<file path="src/include/id_defs.svh">
// Width and size macros shared by the decode stage RTL and its testbench.
// Include this file before any module that sizes a port from it.
`ifndef ID_DEFS_SVH
`define ID_DEFS_SVH

// ****************************************************************************
// Data path
// ****************************************************************************

// Data and program counter width of the RV64I core
`define XLEN 64

// ****************************************************************************
// Integer register file
// ****************************************************************************

// Width of an rs1, rs2 or rd index
`define REG_IDX_W 5

// Number of integer registers, x0 included
`define NUM_REGS 32

`endif

</file>
<file path="src/hdl/id_regfile.sv">
// Integer register file with two combinational read ports and one write-back port.
// x0 reads as zero and ignores writes.
`timescale 1ns/1ns
`include "id_defs.svh"

module id_regfile (
  input  logic                  clk,
  input  logic                  rst,
  input  logic                  i_wb_wen,
  input  logic [`REG_IDX_W-1:0] i_wb_rd,
  input  logic [`XLEN-1:0]      i_wb_data,
  input  logic [`REG_IDX_W-1:0] i_rs1,
  input  logic [`REG_IDX_W-1:0] i_rs2,
  output logic [`XLEN-1:0]      o_rs1_data,
  output logic [`XLEN-1:0]      o_rs2_data
);

  logic [`XLEN-1:0] regs [`NUM_REGS];

  // The whole array is cleared on reset so that every read is defined
  always_ff @(posedge clk) begin
    if (rst) begin
      for (int i = 0; i < `NUM_REGS; i++) begin
        regs[i] <= '0;
      end
    end else if (i_wb_wen && (i_wb_rd != '0)) begin
      regs[i_wb_rd] <= i_wb_data;
    end
  end

  // No bypass, a write on an edge becomes visible after that edge
  always_comb begin
    if (i_rs1 == '0) begin
      o_rs1_data = '0;
    end else begin
      o_rs1_data = regs[i_rs1];
    end
  end

  always_comb begin
    if (i_rs2 == '0) begin
      o_rs2_data = '0;
    end else begin
      o_rs2_data = regs[i_rs2];
    end
  end

endmodule

</file>
<file path="config.mk">
export PLATFORM = sky130hd
export DESIGN_NAME = id_regfile
export DESIGN_NICKNAME = d
export VERILOG_FILES = /design/src/hdl/id_regfile.sv
export VERILOG_INCLUDE_DIRS = /design/src /design/src/include
export SDC_FILE = /design/constraint.sdc
export NUM_CORES = 2
export LEC_CHECK = 0
export ABC_CLOCK_PERIOD_IN_PS = 3100
export BUFFER_PORTS_ARGS = -buffer_cell sky130_fd_sc_hd__clkbuf_2
export CAP_MARGIN = 20
export CORE_MARGIN = 2
export CORE_UTILIZATION = 35
export CTS_CLUSTER_DIAMETER = 120
export DETAILED_ROUTE_END_ITERATION = 16
export GPL_TIMING_DRIVEN = 1
export SYNTH_ARGS = -nofsm -noshare
export SYNTH_HDL_FRONTEND = slang
export SYNTH_SLANG_ARGS = --single-unit
</file>
<file path="constraint.sdc">
create_clock -name clk -period 3.1 [get_ports clk]
set_input_delay 0.31 -clock clk [delete_from_list [all_inputs] [get_ports clk]]
set_output_delay 0.31 -clock clk [all_outputs]
set_load 0.01 [all_outputs]
</file>
==> results.yml <==
sta:
  drv_slew: 0
  period_share_pct: 104.1
  layout_setup_ws_ps: -128.6
  setup_viol: 3
  final.min_clock_period_ps: 3229
  rsz0062_at_grt: "true"
  slew_headroom_pct: 20.51
  fin_setup_tns_ps: -273.0
  tightestPinTransition_ps: 1192
  timing.final.hold_violations: 0
  holdWs_ps: 81.40
  fmax_mhz: 309.7
setup_path:
  startpoint_type: "register"
  endpoint_kind: "output port"
  slowest_stage: "a2111oi_4"
  path_cells: "mux4_2 -> mux2i_1 -> a2111oi_4 -> buf_2"
  worstPathMaxFanout: 2
  crit_path_max_incr_delay_ps: 980
  worst_ep_arrival_time_ps: 2920
  crit_type: "register to output port"
  required_ps: 2790
layout:
  final_util_pct: 40.64
  largest_reg_flops: 2048
  largestRegisters: "regs: 2048 flops"
  drive_gt1_share_pct: 29.34
  fill_cells: 27920
  area_growth_pct: 15.76
  top_register: "regs"
  fin_area_um2: 125300
  finalNetCount: 7357
route:
  drtPass1Iterations: 6
  routedWlPerCell_um: 38.78
  drc: 0
  ant_nets: 0
  drt-total-wl_um: 450700
  first_iter_violations: 12500
  dr_total_vias: 73610
  routed_via_density: 6.334
run_status:
  status: "finished with violations"
  violations: "negative setup slack"
floorplanning:
  num_rows: 204
  die_x_um: 560.2
  die_height_um: 560.2
  core_area_um2: 308300
  die_area_um2: 313800
  start_util_pct: 35.11
  ioPinCount: 210
synth:
  async_flop_share_pct: 0
  ys.flop_type: "edfxtp_1"
  synth_enable_flop_cells: 2048
  syn_area_um2: 108300
  syn_inst: 7055
  yosysWarningCount: 0
  avgSynthCellArea_um2: 15.35
  ys_types: 44
  synth_seq_area_share_pct: 56.80
  synth-seq-cells: 2048
clock_network:
  cts.sinks: 2048
  numCtsBuffers: 209
  cts_max_path_buffers: 4
  htree_levels: 4
  clk_pin_slew_ps: 70
  cts_tree: "built"
  ctsRootBufferMaster: "clkbuf_16"
run:
  cap_violations: 0
place:
  globalplace.congestion: 0.8779
  port_buffers: 209
  dpl_cell_area_um2: 118300
  post-dp-hpwl_um: 262300
power_and_ir_drop:
  powerDensity_nw_per_um2: 541.5
  p_leak_uw: 0.04352
  ir_drop_mv: 0.4535
grt:
  gr-usage-all-layers_pct: 28.09
  overflow: 0
  grt_max_degree: 65
  grt_antenna_before_repair: 84
  first_global_vias: 72070
  grt_pass1_wl_um: 609700
hold_path:
  min_path_type: "input pin to register"
==> synthesized netlist by cell type, types with 49 or more instances <==
cell,count,area (um2)
a21oi_1,49,245.2
a221oi_1,58,508.0
a22oi_1,74,555.5
and2_1,1986,12420
buf_2,102,510.5
clkbuf_1,584,2192
edfxtp_1,2048,61500
mux2_2,122,1374
mux2i_1,363,3633
mux4_2,906,20400
nand2_1,108,405.4
nor2_1,57,214.0
o221ai_1,54,473.0
o22ai_1,100,625.6
==> stage by stage <==
stage	setup slack [ps]	total power (uW)	cells
2_1_floorplan	570.8	38040	7118
4_1_cts	-108.9	67650	11560
3_5_place_dp	-185.6	42600	11180
5_1_grt	-206.0	69120	11570
3_3_place_gp	-641.4	42430	11180
6_report	-128.6	67860	11620
==> cell type report <==
| cell class | count | area, um2 | share of cell area (%) |
|---|---|---|---|
| Timing Repair Buffer | 736 | 7651 | 6.105 |
| Sequential cell | 2048 | 61500 | 49.07 |
| Multi-Input combinational cell | 4278 | 44260 | 35.32 |
| Tap cell | 4120 | 5155 | 4.113 |
| Clock inverter | 128 | 1184 | 0.9445 |
| Clock buffer | 242 | 5396 | 4.306 |
| Inverter | 2 | 8.758 | 0.006989 |
| Antenna cell | 68 | 170.2 | 0.1358 |
==> repair_timing <==
item | 4_1_cts | 5_1_grt
resized for setup | 28 | 35
setup buffers | 5 | 1
hold buffers | 1 | 0
setup endpoints to repair | 11 | 26
hold endpoints to repair | 3 | 0
pin swaps | 7 | 5
==> power breakdown <==
group          leakage (uW)  internal [uW]  total (uW)  switching [uW]
clock network       0.00321          14200       25500           11300
logic                0.0208           3950        9590            5640
registers            0.0195          32000       32800             804
==> cell usage in the layout, fill, tap and decap left out, types with 30 or more instances in the layout <==
| master | synthesis | layout |
|---|---|---|
| clkinv_1 | 1 | 44 |
| a21oi_1 | 49 | 49 |
| clkbuf_1 | 584 | 31 |
| nand2_1 | 108 | 105 |
| conb_1 | 1 | 64 |
| o221ai_1 | 54 | 52 |
| a32oi_1 | 30 | 30 |
| a221oi_1 | 58 | 56 |
| nor2_4 | 0 | 37 |
| and2_1 | 1986 | 1985 |
| buf_12 | 0 | 202 |
| clkbuf_2 | 2 | 190 |
| clkinv_2 | 0 | 45 |
| a22oi_1 | 74 | 73 |
| a22o_1 | 30 | 30 |
| or2_4 | 0 | 32 |
| o211ai_1 | 30 | 30 |
| edfxtp_1 | 2048 | 2048 |
| a21o_1 | 42 | 41 |
| mux2_2 | 122 | 121 |
| buf_4 | 38 | 322 |
| diode_2 | 0 | 68 |
| mux4_2 | 906 | 906 |
| mux2i_1 | 363 | 357 |
| clkbuf_16 | 0 | 211 |
| o22ai_1 | 100 | 96 |
==> worst max-delay path: cells and delay by family, from the launching register on <==
family / cells / cell delay (ps)
AOI/OAI and AO/OA: 1 / 980
buffers and inverters: 1 / 280
DFF: 1 / 360
muxes: 2 / 400
==> layer usage <==
metal	GRT usage, %	vias up	part of all wire [%]
li1	-	27730	-
met1	34.64	38030	34
met2	43.71	6315	45
met3	8.318	1498	14
met4	16.67	40	6.8
met5	0	-	0.057
==> logic make-up after synthesis <==
| kind of cell | count (synthesis) | synth area share (%) |
|---|---|---|
| buffers and inverters | 792 | 3.175 |
| muxes | 1391 | 23.47 |
| DFF | 2048 | 56.80 |
| and+or+nand+nor | 2284 | 12.80 |
| AOI/OAI and AO/OA | 539 | 3.746 |
| other | 1 | 0.003464 |
==> final timing paths <==
kind,startpoint,to,slack [ps],cells after the start
worst max-delay path,regs[17][23]$_SDFFCE_PN0P_,o_rs2_data[23],-130,4
worst min-delay path,i_wb_data[22],regs[12][22]$_SDFFCE_PN0P_,80,2
No activity file was read; power rests on OpenSTA's default activity.
