[config.mk]
export PLATFORM = sky130hd
export DESIGN_NAME = id_ctrl_decode
export DESIGN_NICKNAME = d
export VERILOG_FILES = /design/src/hdl/id_pkg.sv /design/src/hdl/id_ctrl_decode.sv
export VERILOG_INCLUDE_DIRS = /design/src /design/src/include
export SDC_FILE = /design/constraint.sdc
export NUM_CORES = 1
export LEC_CHECK = 0
export BUFFER_PORTS_ARGS = -buffer_cell sky130_fd_sc_hd__buf_2
export CAP_MARGIN = 25
export CORE_UTILIZATION = 32
export DETAILED_ROUTE_END_ITERATION = 6
export PLACE_DENSITY = 0.9
export SLEW_MARGIN = 15
export SYNTH_ARGS = -nofsm -noshare
export SYNTH_HDL_FRONTEND = slang
export SYNTH_SLANG_ARGS = --single-unit
[constraint.sdc]
create_clock -name vclk -period 1.8
set_clock_uncertainty 0.1 [all_clocks]
set_input_delay 0.18 -clock vclk [all_inputs]
set_output_delay 0.18 -clock vclk [all_outputs]
set_load 0.01 [all_outputs]
[src/include/id_defs.svh]
// Width and size macros shared by the decode stage RTL and its testbench.
// Include this file before any module that sizes a port from it.
`ifndef ID_DEFS_SVH
`define ID_DEFS_SVH

// ****************************************************************************
// Data path
// ****************************************************************************

// Data and program counter width of the RV64I core
`define XLEN 64

// ****************************************************************************
// Integer register file
// ****************************************************************************

// Width of an rs1, rs2 or rd index
`define REG_IDX_W 5

// Number of integer registers, x0 included
`define NUM_REGS 32

`endif

[src/hdl/id_pkg.sv]
// Enumerated types of the decode stage, imported by the RTL and the testbench.
package id_pkg;

  // RV64I major opcodes handled by the decoder
  typedef enum logic [6:0] {
    OPC_LOAD      = 7'b0000011,
    OPC_OP_IMM    = 7'b0010011,
    OPC_AUIPC     = 7'b0010111,
    OPC_OP_IMM_32 = 7'b0011011,
    OPC_STORE     = 7'b0100011,
    OPC_OP        = 7'b0110011,
    OPC_LUI       = 7'b0110111,
    OPC_OP_32     = 7'b0111011,
    OPC_BRANCH    = 7'b1100011,
    OPC_JALR      = 7'b1100111,
    OPC_JAL       = 7'b1101111
  } opcode_e;

  // Instruction format class
  // Unsupported opcodes report ITYPE_NONE
  typedef enum logic [2:0] {
    ITYPE_NONE = 3'd0,
    ITYPE_R    = 3'd1,
    ITYPE_I    = 3'd2,
    ITYPE_S    = 3'd3,
    ITYPE_B    = 3'd4,
    ITYPE_U    = 3'd5,
    ITYPE_J    = 3'd6
  } itype_e;

  // Memory access requested by the instruction
  typedef enum logic [1:0] {
    MEM_NONE  = 2'd0,
    MEM_LOAD  = 2'd1,
    MEM_STORE = 2'd2
  } mem_action_e;

endpackage

[src/hdl/id_ctrl_decode.sv]
// Control decoder: format class, register indices, enables and memory action
// of the held instruction. Purely combinational.
`timescale 1ns/1ns
`include "id_defs.svh"

module id_ctrl_decode (
  input  logic [31:0]               i_inst,
  output id_pkg::opcode_e           o_opcode,
  output logic [2:0]                o_funct3,
  output logic [6:0]                o_funct7,
  output id_pkg::itype_e            o_itype,
  output logic [`REG_IDX_W-1:0]     o_rs1,
  output logic [`REG_IDX_W-1:0]     o_rs2,
  output logic [`REG_IDX_W-1:0]     o_rd,
  output logic                      o_rs1_ren,
  output logic                      o_rs2_ren,
  output logic                      o_rd_wen,
  output id_pkg::mem_action_e       o_mem_action
);

  import id_pkg::*;

  assign o_opcode = opcode_e'(i_inst[6:0]);
  assign o_funct3 = i_inst[14:12];
  assign o_funct7 = i_inst[31:25];

  // Format class and memory action of each major opcode
  always_comb begin
    o_itype      = ITYPE_NONE;
    o_mem_action = MEM_NONE;
    case (i_inst[6:0])
      OPC_OP, OPC_OP_32:                   o_itype = ITYPE_R;
      OPC_OP_IMM, OPC_OP_IMM_32, OPC_JALR: o_itype = ITYPE_I;
      OPC_LOAD: begin
        o_itype      = ITYPE_I;
        o_mem_action = MEM_LOAD;
      end
      OPC_STORE: begin
        o_itype      = ITYPE_S;
        o_mem_action = MEM_STORE;
      end
      OPC_BRANCH:                          o_itype = ITYPE_B;
      OPC_LUI, OPC_AUIPC:                  o_itype = ITYPE_U;
      OPC_JAL:                             o_itype = ITYPE_J;
      default: ;
    endcase
  end

  // Sources read by each class, and rd written by all but S and B
  always_comb begin
    o_rs1_ren = 1'b0;
    o_rs2_ren = 1'b0;
    o_rd_wen  = 1'b0;
    case (o_itype)
      ITYPE_R: begin
        o_rs1_ren = 1'b1;
        o_rs2_ren = 1'b1;
        o_rd_wen  = 1'b1;
      end
      ITYPE_I: begin
        o_rs1_ren = 1'b1;
        o_rd_wen  = 1'b1;
      end
      ITYPE_S, ITYPE_B: begin
        o_rs1_ren = 1'b1;
        o_rs2_ren = 1'b1;
      end
      ITYPE_U, ITYPE_J: begin
        o_rd_wen = 1'b1;
      end
      default: ;
    endcase
  end

  // An index whose enable is low reads as x0
  assign o_rs1 = o_rs1_ren ? i_inst[19:15] : '0;
  assign o_rs2 = o_rs2_ren ? i_inst[24:20] : '0;
  assign o_rd  = o_rd_wen ? i_inst[11:7] : '0;

endmodule

==> key figures, run 1 <==
Die
  – Ports: 72
  – Core ar.: 1300 sq um
  – Initial Util: 34.6%
  – Die ar.: 1560 sq um
  – Die height: 39.5 microns
  – Die Width: 39.5 microns
  – Row Count: 13

STA
  – Slew headroom: 76.3%
  – Final min period: 1.47 ns
  – Final setup fails: 0
  – Fmax: 679 MHz
  – Period utilisation layout: 81.8%
  – Slew Viols, Final: 0
  – Setup repair after global routing missed its margin: false
  – Final Hold Fails: 0
  – Hold_ws: 0.260 ns
  – Worst setup margin: 0.327 ns
  – Worst-margin pin slew: 0.355 ns
  – Setup TNS: 0 ns

Place
  – IO Port Bufs: 52
  – Pre-CTS setup slack: 0.322 ns
  – Final RePlAce weighted congestion: 0.781
  – Inst Count DP: 115
  – Dpl cell area: 574 sq um

Setup path
  – Setup crit end kind: output port
  – Worst-path fanout max: 12
  – Crit Path Category: in -> out
  – Startpoint Class: input pin
  – Critical Path AT: 1.19 ns
  – Crit path required time: 1.52 ns

Routing
  – Drt pass-1 iters: 4
  – Total vias in the final route: 559
  – DR DRC count: 0
  – Routed wire length per instance: 10.2 microns
  – Final Routed Wirelength: 1.18 mm
  – Antenna Nets Post-Route: 0
  – Initial DRC Count: 14
  – Drt via density: 4.86

Clock tree
  – Post-CTS sizing: 0
  – CTS Hold Buffers Added: 0
  – Post-CTS setup buffers: 0

Synthesis
  – Cell with the most instances after synthesis: buf_4
  – Syn Nets: 101
  – Synth Warn #: 0
  – Avg Cell Area, Syn: 6.53 sq um
  – Synth top area cells: buf_4, and2_1, and3_1
  – Synth area leader: buf_4
  – Synth top area share: 30.0%
  – Yosys cell types: 26
  – Post-synth top cells: buf_4, nand2_1, and2_1, nor2_1, and3_1
  – Synth Instances: 69
  – Register area share after synthesis: 0%
  – Synth Cell Area: 450 sq um

Finish
  – # clk buffers: 0
  – Layout Cells excl Fill: 115
  – Inserted Diodes: 0
  – Final net count: 134
  – Final Cell Area: 574 sq um
  – Flip-flop and latch area: 0 sq um
  – Layout cells sized above 1: 57.0%
  – Num sequential: 0
  – Fillers: 147
  – Synthesis-to-layout area growth: 27.5%

Global routing
  – Initial antenna violation count: 0
  – First-pass GRT wire length: 1.45 mm
  – Total track usage: 12.7%
  – Number of global-route vias before repair: 347
  – Remaining global-route overflow: 0
  – Largest net degree at the start of global routing: 13

Pwr
  – Leak: 0.000375 uW
  – Max VDD drop: 0.0000654 V
  – PwrDens: 180 nW/um^2

Worst hold path
  – Min-delay worst type: in -> out

Status
  – Status: finished clean

Run
  – MaxCap Viol Count: 0
-- worst max-delay path, cell delays in order --
cell and delay, ns:
buf_2 0.09, and2_1 0.34, and4b_1 0.32, and2_1 0.14
buf_2 0.12
-- per-layer routing --
metal	wire [microns]	global-route usage (%)
met5	0	0
met3	120	0.568
met1	473	16.0
met4	29	5.17
met2	553	22.1
-- area by class of cell --
type | count | area [sq um] | area share (%)
inverters | 1 | 3.75 | 0.654
multi-input cells | 47 | 292 | 50.8
repair buffers | 52 | 260 | 45.3
well taps | 15 | 18.8 | 3.27
-- power by group --
part           internal [uW]  switching (uW)
clock network              0               0
logic                   49.4            53.7
registers                  0               0
total                   49.4            53.7
-- placed cells by master, fill, tap and decap left out --
cell,instances
inv_1,1
nand2_1,8
a21oi_2,1
a211o_1,1
o21ba_1,1
a2bb2oi_1,1
o311a_2,1
or2_4,1
nand3b_1,1
and2_1,7
nor2_1,6
buf_2,52
and2b_2,2
nand4b_1,1
a21oi_1,2
and3_1,5
or3b_1,1
o21a_1,1
mux2i_1,1
and4b_1,1
or3_1,1
nor3_1,3
o22ai_1,1
-- final timing paths --
check                   from  cells after the start  slack, ns           to
setup / recovery   i_inst[1]                      5       0.33     o_rs2[0]
hold / removal    i_inst[27]                      0       0.26  o_funct7[2]
-- logic make-up (layout without fill, tap and decap cells) --
| family | Yosys count | after routing | share of synthesized area [%] |
|---|---|---|---|
| buffers and inverters | 22 | 53 | 35.3 |
| muxes | 1 | 1 | 2.22 |
| AOI/OAI and AO/OA | 9 | 9 | 15.8 |
| and+or+nand+nor | 37 | 37 | 46.7 |
-- stage by stage --
step / utilization [%] / power, uW
5_1_grt: 44.1 / 116
2_1_floorplan: - / 91.9
6_report: 44.1 / 103
3_5_place_dp: 44.1 / 103
4_1_cts: 44.1 / 104
3_3_place_gp: 44.1 / 100
(Power assumes the default switching activity.)
==> inputs of run 2 (changes only) <==
ABC_AREA = 1   (was not set)
CORE_UTILIZATION = 30   (was 32)
PLACE_DENSITY = 0.84   (was 0.9)
clock period = 1.5 ns   (was 1.8 ns; I/O delays follow)
==> run 2 against run 1 <==
  * Combinational power is 7% higher
  * Wire length rose by 0.17%
  * Hold slack got worse by 0.060 ns
  * Area after synthesis is 1.4% higher
  * Flip-flop and latch count unchanged
  * Core utilization up 0.91 points
  * Highest routed layer unchanged
==> key figures, run 2 <==
Routing
  – Initial DRC Count: 1
  – Antenna Nets Post-Route: 0
  – Total vias in the final route: 568
  – Routed wire length per instance: 8.61 microns
  – Drt via density: 4.15
  – DR DRC count: 0
  – Drt pass-1 iters: 2
  – Final Routed Wirelength: 1.18 mm

Setup path
  – Worst-path fanout max: 6
  – Crit Path Category: in -> out
  – Setup crit end kind: output port
  – Critical Path AT: 1.10 ns
  – Crit path required time: 1.25 ns
  – Startpoint Class: input pin

STA
  – Final Hold Fails: 0
  – Final min period: 1.35 ns
  – Slew headroom: 85.9%
  – Final setup fails: 0
  – Setup repair after global routing missed its margin: false
  – Fmax: 740 MHz
  – Setup TNS: 0 ns
  – Slew Viols, Final: 0
  – Worst-margin pin slew: 0.211 ns
  – Worst setup margin: 0.149 ns
  – Period utilisation layout: 90.1%

Finish
  – Commonest non-fill, non-tap cell in the layout: buf_2
  – Inserted Diodes: 0
  – Layout cells sized above 1: 52.5%
  – Synthesis-to-layout area growth: 33.2%
  – Fillers: 150
  – Commonest non-fill, non-tap cells in the layout: buf_2, inv_1, nor2_1
  – Num sequential: 0
  – Area taken by multi-input logic gates: 235 sq um
  – Flip-flop and latch area: 0 sq um
  – Final Util: 45.0%
  – Final net count: 156
  – Final Cell Area: 608 sq um
  – # clk buffers: 0

Global routing
  – Initial antenna violation count: 0
  – Total track usage: 12.8%
  – First-pass GRT wire length: 1.55 mm
  – Number of global-route vias before repair: 430
  – Largest net degree at the start of global routing: 7
  – Remaining global-route overflow: 0

Place
  – Final RePlAce weighted congestion: 0.782
  – Dpl cell area: 608 sq um
  – Pre-CTS setup slack: 0.144 ns
  – IO Port Bufs: 52
  – DPL Wire Length: 1.08 mm

Pwr
  – PwrDens: 180 nW/um^2
  – NetSw: 61.2 uW
  – Comb power frac: 100.0%
  – Switch share: 55.9%
  – Internal power: 48.4 uW
  – Sequential Power Share: 0%
  – Max VDD drop: 0.0000598 V
  – Clk pwr share: 0%
  – Leak: 0.000524 uW

Die
  – Core ar.: 1350 sq um
  – Row Count: 13
  – Die ar.: 1680 sq um
  – Die Width: 41.0 microns
  – Ports: 72
  – Initial Util: 33.8%
  – Die height: 41.0 microns

Status
  – Status: finished clean

Synthesis
  – Synth Warn #: 0
  – Synth top area share: 27.9%
  – Avg Cell Area, Syn: 5.25 sq um
  – Syn Nets: 119
  – Register area share after synthesis: 0%
  – Yosys cell types: 13
  – Cell with the most instances after synthesis: inv_1
  – Synth area leader: buf_4
  – Synth Cell Area: 457 sq um
  – Synth top area cells: buf_4, inv_1, nor2_1
  – Post-synth top cells: inv_1, buf_4, nor2_1, nand2_1, nand3_1
  – Synth Instances: 87

Clock tree
  – CTS Hold Buffers Added: 0
  – Post-CTS sizing: 0
  – Post-CTS setup buffers: 0

Worst hold path
  – Min-delay worst type: in -> out

Run
  – MaxCap Viol Count: 0
-- run 2: changes by cell type after synthesis, moves of 2 or more --
cell	change
a21oi_1	-2
nor2_1	+8
nand2_2	+2
inv_1	+21
inv_2	+3
nor2_4	+2
and2b_2	-2
and2_1	-7
nand3_1	+7
nor3_1	-3
nand2_1	+5
nor2_2	+2
and3_1	-5
nand4_1	+2
-- run 2: logic make-up (layout without fill, tap and decap cells) --
logic type / count (synthesis) / in the layout / synth area share [%]
buffers and inverters: 42 / 77 / 48.5
and+or+nand+nor: 45 / 45 / 51.5
-- run 2: through the flow --
step	cells	hold WS [ns]	total power, uW
3_5_place_dp	137	0.200	111
2_1_floorplan	87	0.287	90.7
3_3_place_gp	137	0.200	108
5_1_grt	137	0.200	124
6_report	137	0.200	110
4_1_cts	137	0.200	111
-- run 2: path summary, 6_finish.rpt --
path,start,to,slack [ns],cells after the start
worst max-delay path,i_inst[4],o_rd[3],0.15,9
worst min-delay path,i_inst[29],o_funct7[4],0.20,0
-- run 2: layout make-up --
cell class | count | area share [%]
repair buffers | 52 | 42.8
multi-input cells | 45 | 38.7
inverters | 25 | 15.4
well taps | 15 | 3.09
-- run 2: critical path: stages --
cell     delay (ns)
buf_2          0.13
inv_1          0.05
nand2_1        0.07
nor2_2         0.14
nand4_1        0.15
nand2_1        0.14
nor2_4         0.06
nor2_1         0.08
buf_2          0.13
-- run 2: power by group through the flow --
| stage | logic (uW) | clock network, uW | registers (uW) |
|---|---|---|---|
| 3_3_place_gp | 108 | 0 | 0 |
| 6_report | 110 | 0 | 0 |
| 5_1_grt | 124 | 0 | 0 |
| 3_5_place_dp | 111 | 0 | 0 |
| 4_1_cts | 111 | 0 | 0 |
| 2_1_floorplan | 90.7 | 0 | 0 |
-- run 2: metal layers --
metal	share of wire (%)	global-route usage, %	vias up
li1	-	-	307
met4	0.42	0.833	0
met3	10	1.09	2
met1	36	13.8	226
met5	0	0	-
met2	53	27.0	33
