**src/include/id_defs.svh**
```systemverilog
// Width and size macros shared by the decode stage RTL and its testbench.
// Include this file before any module that sizes a port from it.
`ifndef ID_DEFS_SVH
`define ID_DEFS_SVH

// ****************************************************************************
// Data path
// ****************************************************************************

// Data and program counter width of the RV64I core
`define XLEN 64

// ****************************************************************************
// Integer register file
// ****************************************************************************

// Width of an rs1, rs2 or rd index
`define REG_IDX_W 5

// Number of integer registers, x0 included
`define NUM_REGS 32

`endif

```
**src/hdl/id_pkg.sv**
```systemverilog
// Enumerated types of the decode stage, imported by the RTL and the testbench.
package id_pkg;

  // RV64I major opcodes handled by the decoder
  typedef enum logic [6:0] {
    OPC_LOAD      = 7'b0000011,
    OPC_OP_IMM    = 7'b0010011,
    OPC_AUIPC     = 7'b0010111,
    OPC_OP_IMM_32 = 7'b0011011,
    OPC_STORE     = 7'b0100011,
    OPC_OP        = 7'b0110011,
    OPC_LUI       = 7'b0110111,
    OPC_OP_32     = 7'b0111011,
    OPC_BRANCH    = 7'b1100011,
    OPC_JALR      = 7'b1100111,
    OPC_JAL       = 7'b1101111
  } opcode_e;

  // Instruction format class
  // Unsupported opcodes report ITYPE_NONE
  typedef enum logic [2:0] {
    ITYPE_NONE = 3'd0,
    ITYPE_R    = 3'd1,
    ITYPE_I    = 3'd2,
    ITYPE_S    = 3'd3,
    ITYPE_B    = 3'd4,
    ITYPE_U    = 3'd5,
    ITYPE_J    = 3'd6
  } itype_e;

  // Memory access requested by the instruction
  typedef enum logic [1:0] {
    MEM_NONE  = 2'd0,
    MEM_LOAD  = 2'd1,
    MEM_STORE = 2'd2
  } mem_action_e;

endpackage

```
**src/hdl/id_operand_mux.sv**
```systemverilog
// Operand combiner: forms op1, op2, the jump or branch target, the memory address
// and the store data from the class, immediates, register data and pc.
`timescale 1ns/1ns
`include "id_defs.svh"

module id_operand_mux (
  input  id_pkg::opcode_e   i_opcode,
  input  id_pkg::itype_e    i_itype,
  input  logic [`XLEN-1:0]  i_pc,
  input  logic [`XLEN-1:0]  i_imm_i,
  input  logic [`XLEN-1:0]  i_imm_s,
  input  logic [`XLEN-1:0]  i_imm_b,
  input  logic [`XLEN-1:0]  i_imm_u,
  input  logic [`XLEN-1:0]  i_imm_j,
  input  logic [`XLEN-1:0]  i_rs1_data,
  input  logic [`XLEN-1:0]  i_rs2_data,
  output logic [`XLEN-1:0]  o_op1,
  output logic [`XLEN-1:0]  o_op2,
  output logic [`XLEN-1:0]  o_t1,
  output logic [`XLEN-1:0]  o_memaddr,
  output logic [`XLEN-1:0]  o_memwdata
);

  import id_pkg::*;

  logic [`XLEN-1:0] jalr_sum;

  assign jalr_sum = i_rs1_data + i_imm_i;

  always_comb begin
    o_op1      = '0;
    o_op2      = '0;
    o_t1       = '0;
    o_memaddr  = '0;
    o_memwdata = '0;
    case (i_itype)
      ITYPE_R: begin
        o_op1 = i_rs1_data;
        o_op2 = i_rs2_data;
      end
      ITYPE_B: begin
        o_op1 = i_rs1_data;
        o_op2 = i_rs2_data;
        o_t1  = i_pc + i_imm_b;
      end
      ITYPE_I, ITYPE_S, ITYPE_U, ITYPE_J: begin
        // These classes share a format but differ by opcode
        case (i_opcode)
          OPC_OP_IMM, OPC_OP_IMM_32: begin
            o_op1 = i_rs1_data;
            o_op2 = i_imm_i;
          end
          OPC_LOAD: begin
            o_op1     = i_rs1_data;
            o_op2     = i_imm_i;
            o_memaddr = i_rs1_data + i_imm_i;
          end
          OPC_STORE: begin
            o_memaddr  = i_rs1_data + i_imm_s;
            o_memwdata = i_rs2_data;
          end
          OPC_JAL: begin
            o_op1 = i_pc;
            o_op2 = `XLEN'd4;
            o_t1  = i_pc + i_imm_j;
          end
          OPC_JALR: begin
            o_op1 = i_pc;
            o_op2 = `XLEN'd4;
            o_t1  = {jalr_sum[`XLEN-1:1], 1'b0};
          end
          OPC_LUI: begin
            o_op2 = i_imm_u;
          end
          OPC_AUIPC: begin
            o_op1 = i_pc;
            o_op2 = i_imm_u;
          end
          default: ;
        endcase
      end
      default: ;
    endcase
  end

endmodule

```
**config.mk**
```make
export PLATFORM = sky130hd
export DESIGN_NAME = id_operand_mux
export DESIGN_NICKNAME = d
export VERILOG_FILES = /design/src/hdl/id_pkg.sv /design/src/hdl/id_operand_mux.sv
export VERILOG_INCLUDE_DIRS = /design/src /design/src/include
export SDC_FILE = /design/constraint.sdc
export NUM_CORES = 1
export LEC_CHECK = 0
export BUFFER_PORTS_ARGS = -buffer_cell sky130_fd_sc_hd__buf_2
export CAP_MARGIN = 20
export CORE_AREA = 5 5 323 325
export DETAILED_ROUTE_END_ITERATION = 8
export DIE_AREA = 0 0 328 330
export PLACE_DENSITY = 0.46
export SYNTH_ARGS = -nofsm -noshare
export SYNTH_HDL_FRONTEND = slang
export SYNTH_SLANG_ARGS = --single-unit
```
**constraint.sdc**
```tcl
create_clock -name vclk -period 17.1
set_input_delay 4.275 -clock vclk [all_inputs]
set_output_delay 4.275 -clock vclk [all_outputs]
set_load 0.02 [all_outputs]
```
==> results of run 1 <==
critical path, stage by stage:
cell and delay, ps:
buf_2 150, ha_1 300, a211oi_1 220, o21bai_1 140
o21ai_0 780, a21oi_1 320, o21ai_0 250, o21ai_0 270
o31ai_1 660, o21ai_1 180, xnor2_1 530, o21ai_0 160
or3_1 330, buf_2 170
cell type report:
type | count | area share
multi-input combinational | 2612 | 0.736
timing repair buffer | 864 | 0.181
tap | 1368 | 0.0709
inverter | 66 | 0.0103
antenna | 13 | 0.00135
cell families after synthesis:
family,Yosys count
compound gates,1181
simple gates,895
fa+ha+maj,256
xor+xnor,238
buf+inv,238
mux,42
layer usage:
layer | track usage | vias to the layer above | wire length (um)
li1 | - | 12100 | -
met1 | 0.292 | 12500 | 57300
met2 | 0.458 | 1152 | 72500
met3 | 0.0598 | 237 | 11100
met4 | 0.117 | 58 | 8600
met5 | 0 | - | 368
power breakdown:
group / internal (mW) / switching (mW)
clock network: 0.000000102 / 0
logic: 0.340 / 0.645
registers: 0 / 0
synthesized netlist by cell type, types with 13 or more instances:
library cell	count	share of area
nand2_1	317	0.064
a21oi_1	312	0.084
ha_1	252	0.17
o21ai_0	240	0.064
nor2_1	221	0.045
clkbuf_1	150	0.030
xnor2_1	146	0.069
a21o_1	139	0.056
xor2_1	92	0.043
a22oi_1	79	0.032
and2_1	76	0.026
a22o_1	70	0.033
inv_1	65	0.013
nand4_1	65	0.022
nand3_1	57	0.015
o22ai_1	46	0.015
o21bai_1	45	0.018
mux2i_1	41	0.022
nor3_1	38	0.010
a31oi_1	33	0.011
a211oi_1	25	0.010
o211ai_1	25	0.010
and3_1	23	0.0077
nor2b_1	22	0.0074
nand2b_1	20	0.0067
or3_1	20	0.0067
o21a_1	19	0.0077
o21ai_1	14	0.0038
buf_1	13	0.0026
o31ai_1	13	0.0052
stage by stage:
| step | cells | setup WS [ps] | hold slack, ps | cell area (um^2) |
|---|---|---|---|---|
| 2_1_floorplan | 2850 | 5500 | 8730 | 18600 |
| 3_5_place_dp | 4910 | 4140 | 8880 | 24100 |
| 5_1_grt | 4912 | 3850 | 8900 | 24100 |
| 3_3_place_gp | 4910 | 4130 | 8890 | 24100 |
| 4_1_cts | 4910 | 4130 | 8880 | 24100 |
| 6_report | 4923 | 4100 | 8880 | 24100 |
how the worst max path moves through the flow:
| stage | start | endpoint | slack (ps) | cells past startpoint |
|---|---|---|---|---|
| floorplan | i_imm_s[0] | o_memaddr[62] | 5500 | 13 |
| global placement | i_rs1_data[1] | o_memaddr[63] | 4130 | 14 |
| detailed placement | i_rs1_data[1] | o_memaddr[63] | 4140 | 14 |
| CTS | i_rs1_data[1] | o_t1[63] | 4130 | 14 |
| global route | i_rs1_data[1] | o_memaddr[63] | 3850 | 14 |
| finish | i_rs1_data[1] | o_memaddr[59] | 4100 | 14 |
==> results.toml, run 1 <==
[clock_network]
postCtsHoldBufs = 0
postCtsResizedCells = 0
post_cts.repair.setup_buffers = 0

[power_and_ir_drop]
power_density_mw_per_mm2 = 40.8
p_leak_nw = 11.7
p_total_uw = 985
ir_drop_uv = 17.5

[synthesis]
synth_compound_area_frac = 0.418
yosysUniqueCellTypes = 87
yosysWarnings = 0
synth_fp_nets = 3628
synth-xor-area-share = 0.112
synth_mux_area_frac = 0.0226
synthAdderAreaFrac = 0.174
synth_top_family_by_area = "compound AO/OA/AOI/OAI gates"
avgSynthCellArea_um2 = 6.54
synth_area_mm2 = 0.0186
syn_inst = 2850
yosysSeqAreaShare = 0
synth-simple-area-share = 0.225

[route]
drt-initial-drc-count = 2116
avgRoutedWirePerCell_um = 30.5
via_per_inst = 5.29
ant_nets = 0
firstDrtPassIters = 7
num_vias = 26000
drc_errors = 0
wl_mm = 150

[layout]
final-seq-area_um2 = 0
flops_and_latches = 0
fill_cells = 11700
nets = 4322
final_cell_mix = "buf_2 (842), nand2_1 (317), a21oi_1 (312), ha_1 (252), o21ai_0 (240)"
mostFrequentLayoutCell = "buf_2"
post-route-util = 0.239
multi_input_area_mm2 = 0.0178
clkbuf_count = 0
syn_to_final_growth_pct = 29.6
drive_above_1_share = 0.261

[timing]
min_period_ps = 13000
max_freq_mhz = 76.9
rsz0062_at_grt = "no"
fin_crit_sh = 0.760
tns_ps = 0
slew_headroom = 0.269
setup_viol = 0
slew_violations = 0
final_hold_viol_count = 0
worst_slew_pin_slew_ps = 1090

[min_path]
hold_depth = 4
hold_path_class = "input pin to output pin"
min-delay-start = "i_rs2_data[30]"
min_to = "o_op2[30]"

[grt]
grt_max_degree = 66
grt_pass1_vias = 25300
antenna_found_initial = 57
grt_pass1_wl_mm = 200
grt_overflow = 0
track_usage = 0.257

[run]
maxCapViolations = 0

[placement]
hpwlAfterDp_mm = 133
gp_congestion = 0.970
port_buffers = 842

[worst_setup_path]
cp.required_ps = 12820
cp_max_fo = 5
critPathLaunchType = "input pin"
end_kind = "output pin"
worstPathArrival_ps = 8730
crit_type = "input pin to output pin"

[die]
coreArea_mm2 = 0.101
die_w_um = 328
fp.dieH_um = 330
start_util = 0.184
num_rows = 117
die_area_mm2 = 0.108
pin_count = 842

[outcome]
status = "finished, final reports clean"
Power figures use the tool's default switching activity.
==> run 2: changes to the inputs <==
--- a/config.mk
+++ b/config.mk
@@ -8,10 +8,10 @@
 export LEC_CHECK = 0
 export BUFFER_PORTS_ARGS = -buffer_cell sky130_fd_sc_hd__buf_2
 export CAP_MARGIN = 20
-export CORE_AREA = 5 5 323 325
+export CORE_AREA = 5 5 320 322
 export DETAILED_ROUTE_END_ITERATION = 8
-export DIE_AREA = 0 0 328 330
-export PLACE_DENSITY = 0.46
+export DIE_AREA = 0 0 325 327
+export PLACE_DENSITY = 0.48
 export SYNTH_ARGS = -nofsm -noshare
 export SYNTH_HDL_FRONTEND = slang
 export SYNTH_SLANG_ARGS = --single-unit
==> constraint.sdc (replaced) <==
create_clock -name vclk -period 10.8
set_input_delay 2.7 -clock vclk [all_inputs]
set_output_delay 2.7 -clock vclk [all_outputs]
set_load 0.02 [all_outputs]
==> results.toml, run 2 (synthesis results as in run 1) <==
[run]
maxCapViolations = 0

[route]
num_vias = 26100
avgRoutedWirePerCell_um = 30.5
drt-initial-drc-count = 1988
via_per_inst = 5.36
wl_mm = 148
ant_nets = 0
firstDrtPassIters = 5
drc_errors = 0

[die]
pin_count = 842
start_util = 0.188
die_w_um = 325
num_rows = 116
fp.dieH_um = 327
die_area_mm2 = 0.106
coreArea_mm2 = 0.0993

[timing]
setup_viol = 0
fin_crit_sh = 0.887
max_freq_mhz = 104
whs_ps = 5740
min_period_ps = 9580
worst_slew_pin_slew_ps = 1050
worst_slack_ps = 1220
slew_headroom = 0.301
final_hold_viol_count = 0
tns_ps = 0
slew_violations = 0
rsz0062_at_grt = "no"

[placement]
post-place-cells = 4840
hpwlAfterDp_mm = 132
dp_slack_ps = 1300
placed_area_mm2 = 0.0240
gp_congestion = 0.982
port_buffers = 842

[clock_network]
post_cts.repair.setup_buffers = 0
postCtsResizedCells = 0
postCtsHoldBufs = 0

[layout]
syn_to_final_growth_pct = 29.4
drive_above_1_share = 0.261
clkbuf_count = 0
layout.cells.non_filler = 4860
flops_and_latches = 0
final-seq-area_um2 = 0
mostFrequentLayoutCell = "buf_2"
final_area_mm2 = 0.0241
final_cell_mix = "buf_2 (842), nand2_1 (316), a21oi_1 (312), ha_1 (252), o21ai_0 (240)"
nets = 4323

[min_path]
hold_path_class = "input pin to output pin"

[worst_setup_path]
crit_path_start = "i_pc[16]"
worstPathArrival_ps = 6880
cp_max_fo = 5
crit_path_end = "o_t1[59]"
cp.required_ps = 8100
end_kind = "output pin"
crit_type = "input pin to output pin"
critPathLaunchType = "input pin"

[grt]
track_usage = 0.259
grt_pass1_wl_mm = 199
grt_max_degree = 65
antenna_found_initial = 59
grt_pass1_vias = 25000
grt_overflow = 0

[power_and_ir_drop]
power_density_mw_per_mm2 = 64.5
p_leak_nw = 11.7
ir_drop_uv = 26.4

[outcome]
status = "finished, final reports clean"
[run 2: worst min-delay path by stage]
stage	cells after the start	startpoint	end
3_3_place_gp	4	i_rs2_data[33]	o_op2[33]
4_1_cts	3	i_rs2_data[33]	o_memwdata[33]
3_5_place_dp	3	i_rs2_data[33]	o_memwdata[33]
6_report	3	i_rs2_data[10]	o_memwdata[10]
5_1_grt	3	i_rs2_data[59]	o_memwdata[59]
2_1_floorplan	1	i_rs2_data[0]	o_memwdata[0]
[run 2: power by group]
| part | switching [mW] | internal, mW | total [mW] | leakage, nW |
|---|---|---|---|---|
| registers | 0 | 0 | 0 | 0 |
| logic | 1.02 | 0.539 | 1.55 | 11.7 |
| clock network | 0 | 0.000000170 | 0.000000170 | 0.000120 |
[run 2: through the flow]
stage | power [mW] | utilization
final | 1.55 | 0.243
after global routing | 1.67 | 0.242
after CTS | 1.56 | 0.242
after detailed placement | 1.55 | 0.242
after global placement | 1.56 | 0.242
after floorplan | 0.923 | -
[run 2: area by class of cell]
cell class         instances  area (um^2)
repair buffers           865         4410
multi-input cells       2612        17800
well taps               1298         1620
inverters                 66          248
fillers                11600        75200
diodes                    19         47.5
[run 2: routing by layer]
| layer | vias up | routed length [um] | track usage |
|---|---|---|---|
| li1 | 12100 | - | - |
| met1 | 12500 | 57600 | 0.305 |
| met2 | 1213 | 73100 | 0.469 |
| met3 | 174 | 11200 | 0.0557 |
| met4 | 36 | 6100 | 0.0812 |
| met5 | - | 220 | 0 |
[run 2: worst max-delay path, cell delays in order]
cell,delay [ps]
buf_2,120
ha_1,360
a21oi_1,320
o21ai_0,130
a2111oi_1,620
nor2_1,150
o41ai_1,700
o41ai_1,250
a21o_1,300
a221oi_2,340
o31ai_1,140
xnor2_1,150
o221ai_1,340
buf_2,250
