$ cat config.mk
export PLATFORM = sky130hd
export DESIGN_NAME = id_stage
export DESIGN_NICKNAME = d
export VERILOG_FILES = /design/src/hdl/id_pkg.sv /design/src/hdl/id_stage.sv
export VERILOG_INCLUDE_DIRS = /design/src /design/src/include
export SDC_FILE = /design/constraint.sdc
export NUM_CORES = 1
export LEC_CHECK = 0
export ABC_AREA = 1
export BUFFER_PORTS_ARGS = -buffer_cell sky130_fd_sc_hd__buf_2
export CAP_MARGIN = 15
export CORE_AREA = 2 2 445 447
export CTS_BUF_LIST = sky130_fd_sc_hd__clkbuf_8
export CTS_CLUSTER_SIZE = 10
export DETAILED_ROUTE_END_ITERATION = 7
export DIE_AREA = 0 0 447 449
export REMOVE_ABC_BUFFERS = 1
export SETUP_SLACK_MARGIN = 0.3
export SYNTH_ARGS = -nofsm -noshare
export SYNTH_HDL_FRONTEND = slang
export SYNTH_SLANG_ARGS = --single-unit
$ cat constraint.sdc
create_clock -name clk -period 16.15 [get_ports clk]
set_input_delay 0 -clock clk [delete_from_list [all_inputs] [get_ports clk]]
set_output_delay 0 -clock clk [all_outputs]
set_load 0.01 [all_outputs]
$ cat src/include/id_defs.svh
// Width and size macros shared by the decode stage RTL and its testbench.
// Include this file before any module that sizes a port from it.
`ifndef ID_DEFS_SVH
`define ID_DEFS_SVH

// ****************************************************************************
// Data path
// ****************************************************************************

// Data and program counter width of the RV64I core
`define XLEN 64

// ****************************************************************************
// Integer register file
// ****************************************************************************

// Width of an rs1, rs2 or rd index
`define REG_IDX_W 5

// Number of integer registers, x0 included
`define NUM_REGS 32

`endif

$ cat src/hdl/id_pkg.sv
// Enumerated types of the decode stage, imported by the RTL and the testbench.
package id_pkg;

  // RV64I major opcodes handled by the decoder
  typedef enum logic [6:0] {
    OPC_LOAD      = 7'b0000011,
    OPC_OP_IMM    = 7'b0010011,
    OPC_AUIPC     = 7'b0010111,
    OPC_OP_IMM_32 = 7'b0011011,
    OPC_STORE     = 7'b0100011,
    OPC_OP        = 7'b0110011,
    OPC_LUI       = 7'b0110111,
    OPC_OP_32     = 7'b0111011,
    OPC_BRANCH    = 7'b1100011,
    OPC_JALR      = 7'b1100111,
    OPC_JAL       = 7'b1101111
  } opcode_e;

  // Instruction format class
  // Unsupported opcodes report ITYPE_NONE
  typedef enum logic [2:0] {
    ITYPE_NONE = 3'd0,
    ITYPE_R    = 3'd1,
    ITYPE_I    = 3'd2,
    ITYPE_S    = 3'd3,
    ITYPE_B    = 3'd4,
    ITYPE_U    = 3'd5,
    ITYPE_J    = 3'd6
  } itype_e;

  // Memory access requested by the instruction
  typedef enum logic [1:0] {
    MEM_NONE  = 2'd0,
    MEM_LOAD  = 2'd1,
    MEM_STORE = 2'd2
  } mem_action_e;

endpackage

$ cat src/hdl/id_stage.sv
// Decode stage register: holds one fetched item under the req/ack pairs and
// drives every decode result out as zero while the stage is empty.
`timescale 1ns/1ns
`include "id_defs.svh"

module id_stage (
  input  logic                  clk,
  input  logic                  rst,
  input  logic                  i_fetched_req,
  output logic                  o_fetched_ack,
  input  logic                  i_decoded_ack,
  output logic                  o_decoded_req,
  input  logic [`XLEN-1:0]      i_pc,
  input  logic [`XLEN-1:0]      i_pc_pred,
  input  logic [31:0]           i_inst,
  output logic [31:0]           o_hold_inst,
  output logic [`XLEN-1:0]      o_hold_pc,
  output logic [`XLEN-1:0]      o_pc,
  output logic [`XLEN-1:0]      o_pc_pred,
  output logic [31:0]           o_inst,
  input  id_pkg::opcode_e       i_opcode,
  input  logic [2:0]            i_funct3,
  input  logic [6:0]            i_funct7,
  input  id_pkg::itype_e        i_itype,
  input  logic [`REG_IDX_W-1:0] i_rs1,
  input  logic [`REG_IDX_W-1:0] i_rs2,
  input  logic [`REG_IDX_W-1:0] i_rd,
  input  logic                  i_rs1_ren,
  input  logic                  i_rs2_ren,
  input  logic                  i_rd_wen,
  input  id_pkg::mem_action_e   i_mem_action,
  input  logic [`XLEN-1:0]      i_op1,
  input  logic [`XLEN-1:0]      i_op2,
  input  logic [`XLEN-1:0]      i_t1,
  input  logic [`XLEN-1:0]      i_memaddr,
  input  logic [`XLEN-1:0]      i_memwdata,
  output id_pkg::opcode_e       o_opcode,
  output logic [2:0]            o_funct3,
  output logic [6:0]            o_funct7,
  output id_pkg::itype_e        o_itype,
  output logic [`REG_IDX_W-1:0] o_rs1,
  output logic [`REG_IDX_W-1:0] o_rs2,
  output logic [`REG_IDX_W-1:0] o_rd,
  output logic                  o_rs1_ren,
  output logic                  o_rs2_ren,
  output logic                  o_rd_wen,
  output id_pkg::mem_action_e   o_mem_action,
  output logic [`XLEN-1:0]      o_op1,
  output logic [`XLEN-1:0]      o_op2,
  output logic [`XLEN-1:0]      o_t1,
  output logic [`XLEN-1:0]      o_memaddr,
  output logic [`XLEN-1:0]      o_memwdata
);

  import id_pkg::*;

  logic              valid_q;
  logic              fetched_hs;
  logic [`XLEN-1:0]  pc_q;
  logic [`XLEN-1:0]  pc_pred_q;
  logic [31:0]       inst_q;

  // ****************************************************************************
  // Handshake and holding register
  // ****************************************************************************

  // Accept when empty, or when the held item leaves on this same edge
  assign o_fetched_ack = !valid_q || i_decoded_ack;
  assign fetched_hs    = i_fetched_req && o_fetched_ack;
  assign o_decoded_req = valid_q;

  always_ff @(posedge clk) begin
    if (rst) begin
      valid_q <= 1'b0;
    end else if (fetched_hs) begin
      valid_q <= 1'b1;
    end else if (i_decoded_ack) begin
      valid_q <= 1'b0;
    end
  end

  always_ff @(posedge clk) begin
    if (fetched_hs) begin
      pc_q      <= i_pc;
      pc_pred_q <= i_pc_pred;
      inst_q    <= i_inst;
    end
  end

  assign o_hold_inst = inst_q;
  assign o_hold_pc   = pc_q;

  // ****************************************************************************
  // Outputs forced to zero while empty
  // ****************************************************************************

  assign o_pc         = valid_q ? pc_q : '0;
  assign o_pc_pred    = valid_q ? pc_pred_q : '0;
  assign o_inst       = valid_q ? inst_q : '0;
  assign o_opcode     = valid_q ? i_opcode : opcode_e'(7'd0);
  assign o_funct3     = valid_q ? i_funct3 : '0;
  assign o_funct7     = valid_q ? i_funct7 : '0;
  assign o_itype      = valid_q ? i_itype : ITYPE_NONE;
  assign o_rs1        = valid_q ? i_rs1 : '0;
  assign o_rs2        = valid_q ? i_rs2 : '0;
  assign o_rd         = valid_q ? i_rd : '0;
  assign o_rs1_ren    = valid_q && i_rs1_ren;
  assign o_rs2_ren    = valid_q && i_rs2_ren;
  assign o_rd_wen     = valid_q && i_rd_wen;
  assign o_mem_action = valid_q ? i_mem_action : MEM_NONE;
  assign o_op1        = valid_q ? i_op1 : '0;
  assign o_op2        = valid_q ? i_op2 : '0;
  assign o_t1         = valid_q ? i_t1 : '0;
  assign o_memaddr    = valid_q ? i_memaddr : '0;
  assign o_memwdata   = valid_q ? i_memwdata : '0;

endmodule

==> load_flow_metrics.sql, run 1 <==
INSERT INTO impl_metrics (metric_group, metric, value, unit) VALUES
('timing', 'final-hold-violation-count', '0', ''),
('cts', 'cts_repair_resize_count', '0', ''),
('cts', 'cts_max_level', '4', ''),
('logic_synthesis', 'post_synth.cell_area_avg', '7.42', 'sq um'),
('route', 'routed_wl', '184', 'mm'),
('global_route', 'grt_usage', '17.9', '%'),
('cells_and_area', 'synthToLayoutAreaGrowth', '123', '%'),
('worst_setup_path', 'timing.critical_path.max_delay_family', 'buffers and inverters', ''),
('worst_setup_path', 'cp.arrival', '4200', 'ps'),
('cells_and_area', 'post-route-cell-area', '20900', 'sq um'),
('cts', 'clock_tree_from_tritoncts', 'done', ''),
('route', 'detail-route-antenna-nets', '0', ''),
('timing', 'portion_of_the_clock_cycle_consumed_by_the_worst_path_in_the_final_layout', '26.0', '%'),
('worst_setup_path', 'critPathMaxFanout', '142', ''),
('global_route', 'global_route.overflow_total', '0', ''),
('run', 'max_cap_violations', '0', ''),
('cts', 'worst_skew_pair.late_latency', '690', 'ps'),
('route', 'routed-via-count', '14200', ''),
('logic_synthesis', 'synth_cells', '1264', ''),
('timing', 'final_period_demand_of_the_worst_path', '4200', 'ps'),
('worst_setup_path', 'required', '16150', 'ps'),
('route', 'dr.pass1.iters', '5', ''),
('global_route', 'vias_in_the_first_global_route', '13900', ''),
('timing', 'report.final.setup_viol', '0', ''),
('cts', 'cts_max_path_buffers', '2', ''),
('pwr', 'power.density_cell_area', '65.2', 'nW/um^2'),
('worst_setup_path', 'critical_path.endpoint_type', 'output port', ''),
('timing', 'finalClockSkew', '37.0', 'ps'),
('cts', 'cts.reportedPaths.clkPinSlew', '150', 'ps'),
('cts', 'clock_sink_count', '161', ''),
('outcome', 'outcome', 'completed', ''),
('cells_and_area', 'seqCellArea', '4830', 'sq um'),
('cells_and_area', 'final_net_count', '3146', ''),
('pwr', 'fin_total_pwr', '1.36', 'mW'),
('logic_synthesis', 'yosysSeqAreaShare', '51.5', '%'),
('place', 'port_buffers', '1141', ''),
('route', 'via_per_inst', '2.68', ''),
('timing', 'rsz_0062_raised_after_global_routing', 'false', ''),
('floorplan', 'design.die.area', '201000', 'sq um'),
('timing', 'final-max-slew-violation-count', '0', ''),
('min_path', 'hold_class', 'in2reg', ''),
('logic_synthesis', 'syn-cell-area', '9370', 'sq um'),
('worst_setup_path', 'critical-path-max-stage-delay', '1030', 'ps'),
('worst_setup_path', 'cp_num_buf_inv', '4', ''),
('pwr', 'ir_worst_vdd', '0.0000642', 'V'),
('worst_setup_path', 'setup.reg_to_reg.worst_slack', '13450', 'ps'),
('logic_synthesis', 'yosys_warnings', '0', ''),
('place', 'detailed_place_hpwl', '170', 'mm'),
('route', 'detailedRoute.firstIterationViolations', '1090', ''),
('pwr', 'total_leakage_power', '13.3', 'nW'),
('timing', 'max_slew.worst_pin.slew', '1080', 'ps'),
('logic_synthesis', 'flip_flop_and_latch_count_after_synthesis', '161', ''),
('cells_and_area', 'multiInputGateArea', '1980', 'sq um'),
('cells_and_area', 'share_of_post_route_cells_with_drive_strength_above_1', '44.9', '%'),
('cts', 'number_of_buffers_inserted_during_clock_tree_synthesis', '17', ''),
('cts', 'cell_at_the_root_of_the_clock_tree', 'clkbuf_8', ''),
('cts', 'cts_hold_buf', '248', ''),
('place', 'routabilityCongestion', '1.05', ''),
('timing', 'max_freq', '238', 'MHz'),
('route', 'drt_drc_violations_left', '0', ''),
('global_route', 'grt_start_max_net_pins', '143', ''),
('global_route', 'antenna_found_initial', '216', ''),
('floorplan', 'chipHeight', '449', 'um'),
('cts', 'post_cts.repair.setup_buffers', '0', ''),
('worst_setup_path', 'cp-start-kind', 'register', ''),
('cells_and_area', 'fillCellCount', '23300', ''),
('timing', 'slew_headroom', '28.2', '%'),
('worst_setup_path', 'crit_type', 'reg2out', ''),
('logic_synthesis', 'netlist-cell-type-count', '8', ''),
('place', 'dpl-instance-area', '17900', 'sq um'),
('floorplan', 'core.rowCount', '163', ''),
('global_route', 'grt_pass1_wl', '214', 'mm'),
('floorplan', 'dieWidth', '447', 'um'),
('route', 'detail_route.wl_per_cell', '34.7', 'um'),
('floorplan', 'floorplan.core_area', '196000', 'sq um'),
('floorplan', 'ioPinCount', '1142', ''),
('floorplan', 'initial_utilization', '4.78', '%'),
('worst_setup_path', 'crit_path_cell_trace', 'buf_12, buf_4, nand2_1, inv_1, buf_2', ''),
('worst_setup_path', 'timing.critical_path.slowest_stage_cell', 'dfxtp_4', '');
==> layer usage <==
layer | up-vias | GRT usage [%] | wire (um)
met5 | - | 0 | 179
met2 | 1056 | 33.4 | 96500
met3 | 393 | 8.38 | 20200
li1 | 6153 | - | -
met1 | 6605 | 17.8 | 63200
met4 | 26 | 3.83 | 4370
==> state kept, by name, indices dropped and copies added, names as in the netlist <==
name and flops:
o_hold_inst 32, o_decoded_req 1, pc_pred_q 64, o_hold_pc 64
==> power by group <==
part | switching (mW) | leakage, nW | internal (mW)
Sequential | 0.0271 | 1.56 | 0.489
Combinational | 0.303 | 11.6 | 0.156
Clock | 0.252 | 0.217 | 0.135
Total | 0.581 | 13.3 | 0.780
==> stage by stage <==
stage | setup WS [ps] | instances | TNS (ps) | hold slack (ps) | utilization [%]
3_5_place_dp | 12620 | 4995 | 0 | 170 | 9.11
5_1_grt | 11610 | 5292 | 0 | 43.0 | 10.6
4_1_cts | 11810 | 5275 | 0 | 1.00 | 10.6
2_1_floorplan | -9510 | 1206 | -1521220 | 69.1 | -
3_3_place_gp | 12370 | 4994 | 0 | 167 | 9.09
6_report | 11950 | 5309 | 0 | 111 | 10.6
==> path summary, 6_finish.rpt <==
kind	from	end	depth (start not counted)
setup reg to reg	o_decoded_req	o_hold_pc[19]	2
hold reg to reg	o_decoded_req	o_decoded_req	3
hold / removal	i_pc[27]	o_hold_pc[27]	2
setup / recovery	o_decoded_req	o_memaddr[9]	5
==> layout make-up <==
type	count	area share, %
Timing Repair Buffer	1397	39.7
Sequential cell	161	23.1
Inverter	522	9.39
Multi-Input combinational cell	523	9.47
Clock buffer	17	1.12
Clock inverter	15	0.959
Antenna cell	34	0.408
Tap cell	2640	15.8
==> synthesized netlist by cell type, drive strengths merged <==
| master | count | area share [%] |
|---|---|---|
| a21oi | 2 | 0.11 |
| buf | 58 | 6.7 |
| dfxtp | 1 | 0.21 |
| edfxtp | 160 | 51 |
| inv | 522 | 21 |
| nand2 | 521 | 21 |
==> placed cells by master, fill, tap and decap left out <==
cell type | synthesis | layout
a21oi_1 | 2 | 1
inv_6 | 0 | 3
bufinv_16 | 0 | 1
edfxtp_1 | 160 | 160
clkbuf_8 | 0 | 17
buf_4 | 1 | 6
buf_16 | 0 | 1
buf_12 | 0 | 1
clkinv_4 | 0 | 2
a21oi_4 | 0 | 1
dlygate4sd3_1 | 0 | 248
dfxtp_4 | 0 | 1
clkinv_8 | 0 | 4
buf_2 | 4 | 1141
inv_12 | 0 | 1
diode_2 | 0 | 34
inv_1 | 522 | 522
inv_8 | 0 | 4
nand2_1 | 521 | 521
==> cell families after synthesis <==
group | share of synthesized area, %
and+or+nand+nor | 20.9
buffers and inverters | 27.6
DFF | 51.5
AOI/OAI and AO/OA | 0.107
Note: power is estimated with default switching activity, not from simulation.
==> inputs of run 2 (changes only) <==
ABC_AREA = 0   (was 1)
CORE_AREA = 2 2 447 449   (was 2 2 445 447)
DIE_AREA = 0 0 449 451   (was 0 0 447 449)
clock period = 3.95 ns   (was 16.15 ns; I/O delays follow)
==> load_flow_metrics.sql, run 2 <==
INSERT INTO impl_metrics (metric_group, metric, value, unit) VALUES
('logic_synthesis', 'yosysSeqAreaShare', '57.6', '%'),
('cts', 'clock_sink_count', '161', ''),
('logic_synthesis', 'synthArstFlopShare', '0', '%'),
('global_route', 'vias_in_the_first_global_route', '12000', ''),
('logic_synthesis', 'ys_dominant_reg_cell', 'edfxtp_1', ''),
('min_path', 'hold_class', 'in2reg', ''),
('logic_synthesis', 'synth_largest_area_cell', 'edfxtp_1', ''),
('place', 'preCtsSetupSlack', '1760', 'ps'),
('route', 'detailedRoute.firstIterationViolations', '779', ''),
('timing', 'portion_of_the_clock_cycle_consumed_by_the_worst_path_in_the_final_layout', '72.8', '%'),
('place', 'port_buffers', '1141', ''),
('global_route', 'grt_start_max_net_pins', '192', ''),
('route', 'routed_wl', '184', 'mm'),
('cells_and_area', 'final_net_count', '2619', ''),
('route', 'drt_drc_violations_left', '0', ''),
('cells_and_area', 'share_of_post_route_cells_with_drive_strength_above_1', '56.2', '%'),
('logic_synthesis', 'yosysMostFrequentCell', 'and2_1', ''),
('timing', 'final_period_demand_of_the_worst_path', '2880', 'ps'),
('worst_setup_path', 'required', '3950', 'ps'),
('route', 'detail_route.wl_per_cell', '38.4', 'um'),
('min_path', 'min-delay-start', 'i_pc[32]', ''),
('global_route', 'antenna_found_initial', '271', ''),
('cells_and_area', 'final_cell_mix', '1,141 x buf_2, 520 x and2_1, 240 x dlygate4sd3_1', ''),
('logic_synthesis', 'flip_flop_and_latch_count_after_synthesis', '161', ''),
('timing', 'final-hold-violation-count', '0', ''),
('floorplan', 'design.die.area', '202000', 'sq um'),
('place', 'detailed_place_hpwl', '170', 'mm'),
('floorplan', 'initial_utilization', '4.23', '%'),
('worst_setup_path', 'cp.arrival', '2880', 'ps'),
('timing', 'slew_headroom', '40.6', '%'),
('worst_setup_path', 'timing.critical_path.slowest_stage_cell', 'dfxtp_4', ''),
('logic_synthesis', 'syn-cell-area', '8380', 'sq um'),
('worst_setup_path', 'cp-start-kind', 'register', ''),
('cells_and_area', 'post-route-cell-area', '20200', 'sq um'),
('cts', 'cts_max_path_buffers', '2', ''),
('cells_and_area', 'synthToLayoutAreaGrowth', '141', '%'),
('pwr', 'total_leakage_power', '9.44', 'nW'),
('worst_setup_path', 'crit_path_start', 'o_decoded_req', ''),
('cts', 'number_of_buffers_inserted_during_clock_tree_synthesis', '17', ''),
('cts', 'cts_max_level', '4', ''),
('floorplan', 'chipHeight', '451', 'um'),
('floorplan', 'floorplan.core_area', '198000', 'sq um'),
('cts', 'post_cts.repair.setup_buffers', '0', ''),
('cts', 'cell_at_the_root_of_the_clock_tree', 'clkbuf_8', ''),
('worst_setup_path', 'critical_path.endpoint_type', 'output port', ''),
('worst_setup_path', 'reg2reg_depth', '3', ''),
('logic_synthesis', 'post_synth.cell_area_avg', '11.3', 'sq um'),
('cells_and_area', 'layout.cells.most_common', 'buf_2', ''),
('timing', 'report.final.setup_viol', '0', ''),
('floorplan', 'dieWidth', '449', 'um'),
('route', 'detail-route-antenna-nets', '0', ''),
('run', 'max_cap_violations', '0', ''),
('min_path', 'whs_path_depth', '2', ''),
('place', 'routabilityCongestion', '0.994', ''),
('worst_setup_path', 'crit_path_cell_trace', 'buf_12, and2_1, buf_2', ''),
('cts', 'cts_repair_resize_count', '0', ''),
('worst_setup_path', 'crit_type', 'reg2out', ''),
('cells_and_area', 'fillCellCount', '23100', ''),
('timing', 'rsz_0062_raised_after_global_routing', 'false', ''),
('pwr', 'ir_worst_vdd', '0.000260', 'V'),
('logic_synthesis', 'yosys.area.top_type_share', '57.3', '%'),
('global_route', 'grt_usage', '17.6', '%'),
('timing', 'finalClockSkew', '35.1', 'ps'),
('route', 'dr.pass1.iters', '4', ''),
('cts', 'cts.reportedPaths.clkPinSlew', '140', 'ps'),
('cts', 'cts_hold_buf', '240', ''),
('global_route', 'grt_pass1_wl', '210', 'mm'),
('timing', 'final.setup.worst_slack', '1070', 'ps'),
('timing', 'final-max-slew-violation-count', '0', ''),
('logic_synthesis', 'netlist-cell-type-count', '9', ''),
('logic_synthesis', 'synth_enable_flop_cells', '160', ''),
('place', 'dpl-instance-area', '17300', 'sq um'),
('logic_synthesis', 'yosys_warnings', '0', ''),
('floorplan', 'ioPinCount', '1142', ''),
('worst_setup_path', 'critPathMaxFanout', '191', ''),
('logic_synthesis', 'yosys-top-cells-count', '521 x and2_1, 160 x edfxtp_1, 50 x clkbuf_2', ''),
('timing', 'max_freq', '348', 'MHz'),
('pwr', 'fin_total_pwr', '5.46', 'mW'),
('cts', 'worst_skew_pair.late_latency', '660', 'ps'),
('cts', 'clock_tree_from_tritoncts', 'done', ''),
('timing', 'max_slew.worst_pin.slew', '891', 'ps'),
('timing', 'whs', '106', 'ps'),
('pwr', 'power.density_cell_area', '270', 'nW/um^2'),
('floorplan', 'core.rowCount', '164', ''),
('route', 'routed-via-count', '12800', ''),
('global_route', 'global_route.overflow_total', '0', ''),
('worst_setup_path', 'r2r-start', 'o_decoded_req', ''),
('worst_setup_path', 'critical-path-max-stage-delay', '880', 'ps'),
('logic_synthesis', 'synth_cells', '742', ''),
('logic_synthesis', 'post_synth_main_area_contributors', 'edfxtp_1 57%, and2_1 39%, clkbuf_2 3.0%', ''),
('route', 'via_per_inst', '2.67', ''),
('outcome', 'outcome', 'completed', '');
-- run 2: changes by cell type after synthesis, moves of 2 or more --
cell and change:
buf_6 -53, clkbuf_1 +2, inv_1 -521, nand2_1 -521, and2_1 +521, clkbuf_2 +50
-- run 2: layout make-up --
class,count,area [sq um],area share [%]
antenna,23,57.6,0.285
inverter,1,3.75,0.0186
timing repair buffer,1391,8280,41.0
sequential,161,4830,23.9
tap,2656,3320,16.4
multi-input combinational,523,3270,16.2
clock inverter,15,209,1.03
clock buffer,17,234,1.16
-- run 2: layer usage --
layer | wire, um | track usage, %
met5 | 218 | 0
met4 | 5030 | 2.75
met3 | 19100 | 7.76
met2 | 100000 | 34.7
met1 | 59100 | 16.7
-- run 2: final timing paths --
check                                      to  slack (ps)
worst max-delay path                  o_pc[3]        1070
worst min-delay path            o_hold_pc[32]         110
worst max register to register  o_hold_pc[43]        1820
worst min register to register  o_decoded_req        1500
-- run 2: power breakdown --
| group | leakage [nW] | internal, mW | switching (mW) |
|---|---|---|---|
| combinational | 7.67 | 0.676 | 1.08 |
| clock | 0.218 | 0.516 | 1.09 |
| sequential | 1.56 | 2.00 | 0.105 |
-- run 2: through the flow --
| stage | TNS [ps] | std cells | util (%) |
|---|---|---|---|
| after floorplan | -1912650 | 685 | - |
| after global placement | 0 | 4492 | 8.73 |
| after detailed placement | 0 | 4492 | 8.73 |
| after CTS | 0 | 4764 | 10.2 |
| after global routing | 0 | 4780 | 10.2 |
| final | 0 | 4787 | 10.2 |
-- run 2: worst max-delay path: cells and delay by family, from the launching register on --
| kind | cells | cell delay, ps |
|---|---|---|
| flip-flops | 1 | 880 |
| buffers and inverters | 2 | 850 |
| AND/OR/NAND/NOR | 1 | 230 |
-- run 2: kinds of logic after synthesis --
| group | count (synthesis) | synth area share [%] |
|---|---|---|
| buffers and inverters | 58 | 3.42 |
| AND/OR/NAND/NOR | 522 | 39.0 |
| AO/OA/AOI/OAI | 1 | 0.0597 |
| flip-flops | 161 | 57.6 |
